## config.mk

```make
export PLATFORM = sky130hd
export DESIGN_NAME = uart_tx
export DESIGN_NICKNAME = d
export VERILOG_FILES = /design/src/hw/ramio_pkg.sv /design/src/hw/uart_tx.sv
export SDC_FILE = /design/constraint.sdc
export NUM_CORES = 1
export LEC_CHECK = 0
export ABC_AREA = 1
export BUFFER_PORTS_ARGS = -buffer_cell sky130_fd_sc_hd__buf_2
export CAP_MARGIN = 10
export CORE_MARGIN = 3
export CORE_UTILIZATION = 48
export CTS_CLUSTER_DIAMETER = 100
export DETAILED_ROUTE_END_ITERATION = 12
export PLACE_DENSITY = 0.83
export SYNTH_ARGS = -nofsm -noshare
export SYNTH_HDL_FRONTEND = slang
export SYNTH_SLANG_ARGS = --single-unit
```

## constraint.sdc

```tcl
create_clock -name clk -period 1.7 [get_ports clk]
set_input_delay 0.255 -clock clk [delete_from_list [all_inputs] [get_ports clk]]
set_output_delay 0.255 -clock clk [all_outputs]
set_load 0.05 [all_outputs]
```

## src/hw/ramio_pkg.sv

```systemverilog
// ----------------------------
// shared definitions for the load/store port
// address map, sizes, uart bit time and request structs
// modules refer to these by scoped names
// ----------------------------
package ramio_pkg;

  // client side widths
  localparam int data_width = 32;
  localparam int addr_width = 32;

  // word ram holds 2^8 words, index taken from address bits 9..2
  localparam int ram_addr_width = 8;

  // ------------------------------
  // i/o register map
  // ------------------------------
  // 4 leds in the low nibble, 0 is on
  localparam logic [addr_width-1:0] addr_led = 32'hffff_fffc;
  // reads all ones when transmitter idle
  localparam logic [addr_width-1:0] addr_uart_out = 32'hffff_fff8;
  // reads all ones when empty, cleared on read
  localparam logic [addr_width-1:0] addr_uart_in = 32'hffff_fff4;

  // uart bit time in clocks, kept short for simulation
  localparam int uart_clocks_per_bit = 8;
  localparam int uart_cnt_width = $clog2(uart_clocks_per_bit);

  // client access as presented by the cpu
  typedef struct packed {
    logic                  enable;
    // bit 2 sign extends, 01 byte, 10 half, 11 word
    logic [2:0]            read_type;
    // 01 byte, 10 half, 11 word
    logic [1:0]            write_type;
    logic [addr_width-1:0] address;
    logic [data_width-1:0] data_in;
  } mem_req_t;

  // byte-lane access to the word ram
  typedef struct packed {
    logic                      enable;
    logic [ram_addr_width-1:0] word_addr;
    // bit 0 is the lowest byte
    logic [data_width/8-1:0]   byte_en;
    logic [data_width-1:0]     wdata;
  } ram_req_t;

endpackage

```

## src/hw/uart_tx.sv

```systemverilog
// ----------------------------
// uart transmitter, 8N1
// raise go with data, busy drops after the stop bit,
// then go must fall before the next byte
// ----------------------------
`timescale 1ns/1ns

module uart_tx (
  input  logic       clk,
  input  logic       rst_n,
  input  logic [7:0] data,
  input  logic       go,
  output logic       tx,
  output logic       busy
);

  localparam logic [ramio_pkg::uart_cnt_width-1:0] cnt_last =
    ramio_pkg::uart_cnt_width'(ramio_pkg::uart_clocks_per_bit - 1);

  logic                                active;
  // frame sent, waiting for go to fall
  logic                                wait_low;
  // stop, data, start; shifted out lsb first
  logic [9:0]                          frame;
  logic [ramio_pkg::uart_cnt_width-1:0] cnt;
  logic [3:0]                          bit_idx;

  always_ff @(posedge clk) begin
    if (!rst_n) begin
      active   <= 1'b0;
      wait_low <= 1'b0;
      cnt      <= '0;
      bit_idx  <= '0;
    end else if (active) begin
      if (cnt == cnt_last) begin
        cnt   <= '0;
        frame <= {1'b1, frame[9:1]};
        // last bit is the stop bit
        if (bit_idx == 4'd9) begin
          active   <= 1'b0;
          wait_low <= 1'b1;
        end else begin
          bit_idx <= bit_idx + 4'd1;
        end
      end else begin
        cnt <= cnt + 1'b1;
      end
    end else if (wait_low) begin
      if (!go) begin
        wait_low <= 1'b0;
      end
    end else if (go) begin
      active  <= 1'b1;
      frame   <= {1'b1, data, 1'b0};
      cnt     <= '0;
      bit_idx <= '0;
    end
  end

  // line idles high
  assign tx   = active ? frame[0] : 1'b1;
  // high from the go cycle on, so the client never sees a false done
  assign busy = active | (go & ~wait_low);

endmodule

```

==> results.cfg, run 1 <==
[global_routing]
grt_max_degree = 16
grt_pass1_wl_um = 2820
grt_pass1_vias = 743
antenna_found_initial = 0
grt_use_total_pct = 15.2
globalRouteOverflowTotal = 0

[routing]
drtIter0Drc = 14
post_drt_wl_per_cell_um = 11.0
drc_errors = 0
drt-total-wl_um = 1640
drt_first_pass_iters = 4
ant_nets = 0
vias = 732
avgViaCountPerCell = 4.91

[timing]
worst_slew_pin_slew_ns = 0.296
period_minus_slack_ns = 1.54
finalHoldViolCount = 0
finClkSkew_ns = 0.00522
tns_ns = 0
rsz0062_at_grt = false
slew_violations = 0
finalCritPeriodShare_pct = 90.7
finalSetupViolations = 0
slew_headroom_pct = 80.2
setup_ws_ns = 0.158
fmax_mhz = 649

[hold_path]
hp-start = data[7]
min_path_type = in -> reg
whs_endpoint = frame[8]
min_delay_path_depth = 2

[synth]
ys.warnings.count = 0
synth_top_cell_area_share_pct = 30.5
yosysSeqAreaShare_pct = 50.8
synthCells = 109
synth_nets = 124
synth-edff-count = 9
synth_area_leaders = edfxtp_1 30%, dfxtp_1 20%, nand2_1 17%
synth_largest_area_cell = edfxtp_1
async_flop_share_pct = 0
syn_area_per_cell_um2 = 8.14
synth-seq-cells = 18
syn_area_um2 = 887
synth_cell_types = 19
synth_flop_cell = edfxtp_1

[placement]
place.detailed.hpwl_um = 1230
dp_slack_ns = 0.277
place_congestion = 0.754
placed_cell_area_um2 = 981
port_buffers = 12

[critical_path]
reg2reg_depth = 5
cp-end-kind = primary output
required_ns = 1.44
crit_fanout = 15
start_kind = register
cp.arrival_ns = 1.29
critical_path_class = reg -> out
r2r-end = frame[0]
rrSetupSlack_ns = 0.27
reg2reg_from = cnt[0]

[power]
power_leakage_uw = 0.000477
p_sw_share_pct = 30.1
p_comb_share_pct = 21.1
p_total_uw = 932
ir_drop_v = 0.000619
p_seq_share_pct = 55.8
p_per_area_nw_per_um2 = 920
internal_power_uw = 652
p_switching_uw = 280
p_clk_share_pct = 23.1

[finish]
stdcell_area_um2 = 1010
post-route-util_pct = 62.8
nFillCells = 145
drive_above_1_share_pct = 20.0
area_growth_syn_to_layout_pct = 14.1
num_antenna_cells = 0
layout.nets = 141

[die]
die_area_um2 = 2400
coreArea_um2 = 1610
die_h_um = 49.0
rows = 14
fp.dieW_um = 49.0
io_pins = 13
start_util_pct = 55.0

[clocking]
clock_latency_ns = 0.29
numCtsBuffers = 3
clock-sinks = 18
root_buffer = clkbuf_4
h-tree-depth = 1
hold_buffers = 0
tritoncts = done
cts.path.max_buffers = 2
path_clk_slew_ns = 0.10

[job]
max_cap_violations = 0

[status]
outcome = complete, no violations
## power by group through the flow
stage               Combinational (uW)  Sequential, uW  Clock (uW)
floorplan                          149             524           0
global placement                   186             527           0
detailed placement                 195             529           0
CTS                                195             520         217
global route                       227             526         238
finish                             196             520         215
## layer usage
metal / part of all wire, % / vias to the layer above / global-route usage, %
li1: - / 379 / -
met1: 44 / 328 / 17.9
met2: 50 / 23 / 24.9
met3: 5.2 / 2 / 3.98
met4: 1.1 / 0 / 8.53
met5: 0 / - / 0
## cell usage after synthesis (2+ instances only)
library cell,count
nand2_1,40
inv_1,11
nor2_1,10
dfxtp_1,9
edfxtp_1,9
a21oi_1,6
nand3_1,5
ha_1,4
o21ai_0,4
nor3_1,2
## layout make-up
class	count	area [um2]	area share [%]
Multi-Input combinational cell	77	384	37.9
Inverter	12	45.0	4.45
Sequential cell	18	452	44.6
Clock inverter	1	3.75	0.371
Tap cell	24	30.0	2.97
Clock buffer	3	22.5	2.22
Timing Repair Buffer	14	75.1	7.42
## logic make-up after synthesis
group | share of synthesized area (%)
AO/OA/AOI/OAI | 7.48
buffers and inverters | 6.91
AND/OR/NAND/NOR | 29.2
flip-flops | 50.8
adder cells (fa/ha/maj) | 5.64
## registers in the layout, summed over array words and instances, names as in the netlist
register  count
cnt           3
bit_idx       4
frame         9
active        1
wait_low      1
## cells in the final DEF, fill, tap and decap left out, drive strengths merged
| cell type | netlist | layout |
|---|---|---|
| nand2 | 41 | 41 |
| buf | 2 | 14 |
| inv | 12 | 12 |
| nor2 | 11 | 11 |
| edfxtp | 9 | 9 |
| dfxtp | 9 | 9 |
| a21oi | 7 | 7 |
| nand3 | 5 | 5 |
| o21ai | 4 | 4 |
| ha | 4 | 4 |
| clkbuf | 0 | 3 |
| or2 | 3 | 3 |
| nor3 | 2 | 2 |
| clkinv | 0 | 1 |
## critical path, stage by stage, from the launching register on
cell and delay, ns:
dfxtp_2 0.36, inv_2 0.24, or2_1 0.15, buf_2 0.25
## worst max-delay path by stage
stage	startpoint	end	cells after the start
2_1_floorplan	cnt[0]	frame[0]	4
3_3_place_gp	cnt[0]	frame[5]	5
3_5_place_dp	cnt[0]	frame[4]	5
4_1_cts	active	tx	3
5_1_grt	wait_low	busy	4
6_report	active	tx	3
## through the flow
step	hold slack [ns]	instances
after CTS	0.212	149
final	0.222	149
after global placement	0.443	145
after global routing	0.205	149
after floorplan	0.375	109
after detailed placement	0.461	145
## timing repair
action,4_1_cts,5_1_grt
endpoints found under the hold margin,0,0
setup buffers,0,0
gates resized for setup,0,2
setup endpoints to repair,0,1
Note: power is estimated with default switching activity, not from simulation.
==> run 2, diff against run 1 <==
--- a/config.mk
+++ b/config.mk
@@ -12,7 +12,8 @@
 export CORE_UTILIZATION = 48
 export CTS_CLUSTER_DIAMETER = 100
 export DETAILED_ROUTE_END_ITERATION = 12
-export PLACE_DENSITY = 0.83
+export PLACE_DENSITY = 0.72
+export SLEW_MARGIN = 20
 export SYNTH_ARGS = -nofsm -noshare
 export SYNTH_HDL_FRONTEND = slang
 export SYNTH_SLANG_ARGS = --single-unit
==> run 2 against run 1 <==
Against the previous run: routed wire length down 4.6%; utilization rose by 0.47 points; non-clock buffer count grew 1; clock skew decreased by 0.0026 ns; fmax grew 0.57%; sequential power about the same; register-to-register slack better by 0.02 ns; largest cell class unchanged.
==> results.cfg, run 2 (synthesized netlist as in run 1, its figures left out) <==
[status]
outcome = complete, no violations

[routing]
vias = 707
drc_errors = 0
drt_first_pass_iters = 4
ant_nets = 0
drtIter0Drc = 7
avgViaCountPerCell = 4.71
drt-total-wl_um = 1570
post_drt_wl_per_cell_um = 10.5

[finish]
drive_above_1_share_pct = 20.6
largestRegisters = frame (9), bit_idx (4), cnt (3)
num_antenna_cells = 0
layout.nets = 142
mostFrequentLayoutCells = 40 x nand2_1, 12 x buf_2, 11 x inv_1, 10 x nor2_1, 9 x edfxtp_1
layout_commonest_cell = nand2_1
layoutNonFillerInstCount = 150
largest_reg_flops = 9
post-route-util_pct = 63.3
largest_register = frame
area_growth_syn_to_layout_pct = 15.0

[critical_path]
cp-end-kind = primary output
max_stage_delay_ns = 0.36
required_ns = 1.44
reg2reg_from = cnt[0]
critical_path_class = reg -> out
rrSetupSlack_ns = 0.29
critical_path.top_delay_family = buffers and inverters
crit_fanout = 15
crit_slowest_cell = dfxtp_2
r2r-end = frame[2]
reg2reg_depth = 5
cp.arrival_ns = 1.28
critPathBufInv = 2
start_kind = register
path_cells = inv_2 -> or2_1 -> buf_2

[placement]
place.detailed.hpwl_um = 1160
place_congestion = 0.777
port_buffers = 12
dp.cells = 146

[timing]
finalHoldViolCount = 0
fmax_mhz = 652
tns_ns = 0
period_minus_slack_ns = 1.53
finClkSkew_ns = 0.00257
finalSetupViolations = 0
slew_violations = 0
rsz0062_at_grt = false
slew_headroom_pct = 81.0
whs_ns = 0.213
worst_slew_pin_slew_ns = 0.285
finalCritPeriodShare_pct = 90.2

[hold_path]
whs_endpoint = frame[8]
min_path_type = in -> reg
min_delay_path_depth = 2
hp-start = data[7]

[power]
ir_drop_v = 0.000608
power_leakage_uw = 0.000482
p_total_uw = 935
p_per_area_nw_per_um2 = 917

[job]
max_cap_violations = 0

[global_routing]
grt_pass1_wl_um = 2690
antenna_found_initial = 0
grt_pass1_vias = 651
grt_max_degree = 16
grt_use_total_pct = 14.7
globalRouteOverflowTotal = 0

[clocking]
post_cts_buffers = 0
numCtsBuffers = 3
root_buffer = clkbuf_4
clock-sinks = 18
cts.path.max_buffers = 2
tritoncts = done
clock_latency_ns = 0.29
path_clk_slew_ns = 0.10
h-tree-depth = 1
hold_buffers = 0

[die]
die_h_um = 49.0
io_pins = 13
die_area_um2 = 2400
coreArea_um2 = 1610
start_util_pct = 55.0
rows = 14
fp.dieW_um = 49.0
## run 2: changes by cell type in the layout (fill, tap and decap cells not counted), sizes merged
cell  change
buf       +1
## run 2: where the power goes
group          total, uW  internal (uW)  switching (uW)
logic                200           70.7             129
clock network        216           85.4             131
registers            519            499            19.7
total                935            655             279
## run 2: area by class of cell
type | count | area (um2)
Multi-Input combinational cell | 77 | 384
Sequential cell | 18 | 452
Timing Repair Buffer | 15 | 82.6
Clock buffer | 3 | 22.5
Fill cell | 152 | 592
Inverter | 12 | 45.0
Tap cell | 24 | 30.0
Clock inverter | 1 | 3.75
## run 2: worst max-delay path by stage
stage	start	endpoint	slack, ns	cells after the start
floorplan	cnt[0]	frame[0]	0.16	4
global placement	cnt[0]	frame[4]	0.32	5
detailed placement	cnt[0]	frame[2]	0.29	5
CTS	wait_low	busy	0.11	4
global route	wait_low	busy	0.04	4
finish	active	tx	0.17	3
## run 2: layer usage
| layer | share of wire [%] | up-vias | track usage [%] |
|---|---|---|---|
| li1 | - | 379 | - |
| met1 | 50 | 312 | 18.1 |
| met2 | 44 | 12 | 21.7 |
| met3 | 3.4 | 4 | 3.98 |
| met4 | 2.8 | 0 | 11.4 |
| met5 | 0 | - | 0 |
## run 2: metrics by stage
| step | cell area, um2 | setup slack [ns] |
|---|---|---|
| CTS | 1010 | 0.107 |
| global placement | 988 | 0.322 |
| global route | 1020 | 0.0406 |
| finish | 1020 | 0.167 |
| floorplan | 892 | 0.160 |
| detailed placement | 988 | 0.287 |
## run 2: what timing repair did
action	CTS	global route
endpoints found under the hold margin	0	0
gates resized for setup	0	2
endpoints found under the setup margin	0	1
==> run 3, diff against run 2 <==
--- a/config.mk
+++ b/config.mk
@@ -5,7 +5,6 @@
 export SDC_FILE = /design/constraint.sdc
 export NUM_CORES = 1
 export LEC_CHECK = 0
-export ABC_AREA = 1
 export BUFFER_PORTS_ARGS = -buffer_cell sky130_fd_sc_hd__buf_2
 export CAP_MARGIN = 10
 export CORE_MARGIN = 3
==> run 3 against run 2 <==
Against the previous run: first-iteration DRC count is 140% higher; critical endpoint is now frame[6]; global-route usage is 1.3 points higher; critical path type is now reg -> reg; synthesized cell count is 31% lower; largest cell class unchanged; register-to-register slack worse by 0.16 ns.
==> results.cfg, run 3 <==
[placement]
place_congestion = 0.831
place.detailed.hpwl_um = 1150
port_buffers = 12

[synth]
synth_largest_area_cell = edfxtp_1
yosysSeqAreaShare_pct = 52.9
syn_area_um2 = 852
syn_area_per_cell_um2 = 11.4
ys.warnings.count = 0
synth_cell_types = 29
synth_nets = 90
synthCells = 75
synth_commonest_cells = 9 x dfxtp_1, 9 x edfxtp_1, 7 x mux2_2, 5 x a21oi_1
synth_area_leaders = edfxtp_1 32%, dfxtp_1 21%, mux2_2 9.3%
synth-seq-cells = 18
async_flop_share_pct = 0
synth_top_cell_area_share_pct = 31.7
synth_flop_cell = edfxtp_1
synth-edff-count = 9

[status]
outcome = complete, no violations

[finish]
largest_register = frame
layout_commonest_cell = buf_2
num_antenna_cells = 0
largestRegisters = frame (9), bit_idx (4), cnt (3)
layout.nets = 108
mostFrequentLayoutCells = 12 x buf_2, 9 x dfxtp_1, 9 x edfxtp_1, 7 x mux2_2, 5 x a21oi_1
drive_above_1_share_pct = 33.7
nFillCells = 135
area_growth_syn_to_layout_pct = 15.9
largest_reg_flops = 9

[critical_path]
crit_slowest_cell = dfxtp_1
path_cells = ha_1 -> ha_2 -> nand2_1 -> o21a_1 -> nor2_1 -> buf_6
cp.arrival_ns = 1.58
reg2reg_depth = 6
rrSetupSlack_ns = 0.13
r2r-end = frame[6]
reg2reg_from = cnt[0]
critical_path_class = reg -> reg
max_stage_delay_ns = 0.37
start_kind = register
required_ns = 1.71
cp-startpoint = cnt[0]
crit_path_end = frame[6]
cp-end-kind = register
crit_fanout = 9

[routing]
vias = 613
avgViaCountPerCell = 5.28
drtIter0Drc = 17
drc_errors = 0
ant_nets = 0
post_drt_wl_per_cell_um = 13.0
drt_first_pass_iters = 4
drt-total-wl_um = 1510

[power]
p_per_area_nw_per_um2 = 788
ir_drop_v = 0.000613
p_total_uw = 778
p_clk_share_pct = 27.1
p_seq_share_pct = 61.5
power_leakage_uw = 0.000377
p_switching_uw = 179
p_comb_share_pct = 11.4
internal_power_uw = 599
p_sw_share_pct = 23.0

[die]
io_pins = 13
fp.dieW_um = 48.1
start_util_pct = 53.5
die_h_um = 48.1
die_area_um2 = 2320
rows = 14
coreArea_um2 = 1590

[timing]
worst_slew_pin_slew_ns = 0.297
finalSetupViolations = 0
period_minus_slack_ns = 1.57
slew_violations = 0
slew_headroom_pct = 80.2
finClkSkew_ns = 0.00244
finalCritPeriodShare_pct = 92.5
tns_ns = 0
finalHoldViolCount = 0
rsz0062_at_grt = false
fmax_mhz = 636

[clocking]
tritoncts = done
cts.path.max_buffers = 2
numCtsBuffers = 3
clock-sinks = 18
clock_latency_ns = 0.29
h-tree-depth = 1
path_clk_slew_ns = 0.10
root_buffer = clkbuf_4
hold_buffers = 0

[global_routing]
grt_pass1_wl_um = 2530
grt_max_degree = 11
grt_use_total_pct = 16.0
grt_pass1_vias = 585
antenna_found_initial = 0
globalRouteOverflowTotal = 0

[hold_path]
min_delay_path_depth = 2
min_path_type = in -> reg

[job]
max_cap_violations = 0
run 3: logic make-up after synthesis:
kind of cell               share of synthesized area [%]
and+or+nand+nor                                     14.8
DFF                                                 52.9
AOI/OAI and AO/OA                                   13.4
buffers and inverters                               3.82
muxes                                               9.25
adders and majority gates                           5.87
run 3: per-stage QoR:
stage               area [um2]  hold WS (ns)  util (%)  setup slack (ns)  std cells
CTS                        981         0.209      61.5            0.0824        116
floorplan                  852         0.401         -           0.00370         75
detailed placement         955         0.467      59.9            0.0994        112
global route               987         0.219      61.9           0.00900        116
finish                     987         0.217      61.9             0.127        116
global placement           955         0.460      59.9             0.169        112
run 3: power by group through the flow:
stage	Combinational, uW	Clock, uW	Sequential (uW)
3_5_place_dp	87.7	0	489
5_1_grt	99.0	230	481
6_report	88.5	211	479
4_1_cts	88.2	218	479
2_1_floorplan	60.0	0	485
3_3_place_gp	85.3	0	488
run 3: area by class of cell:
type / count / area (um2) / share of cell area [%]
Multi-Input combinational cell: 50 / 372 / 37.6
Clock inverter: 1 / 3.75 / 0.380
Timing Repair Buffer: 16 / 93.8 / 9.51
Inverter: 4 / 15.0 / 1.52
Clock buffer: 3 / 22.5 / 2.28
Sequential cell: 18 / 450 / 45.6
Tap cell: 24 / 30.0 / 3.04
run 3: how the worst min path moves through the flow:
| stage | from | endpoint |
|---|---|---|
| 3_5_place_dp | cnt[2] | cnt[2] |
| 6_report | rst_n | bit_idx[2] |
| 5_1_grt | rst_n | bit_idx[2] |
| 2_1_floorplan | rst_n | active |
| 4_1_cts | rst_n | bit_idx[2] |
| 3_3_place_gp | wait_low | wait_low |
run 3: timing repair:
action                                  4_1_cts  5_1_grt
gates resized for setup                       0        2
endpoints found under the setup margin        0       10
setup buffers                                 0        0
run 3: worst max-delay path, delay by kind of cell, from the launching register on:
family	cells	cell delay (ns)
compound gates	1	0.14
simple gates	2	0.24
buf+inv	1	0.16
flops	1	0.37
fa+ha+maj	2	0.38
run 3: metal layers:
metal  GRT usage [%]  share of wire (%)  vias up
met4            8.06                1.7        0
met2            26.9                 50        9
li1                -                  -      318
met3            2.58                2.3        4
met5               0                  0        -
met1            19.7                 46      282
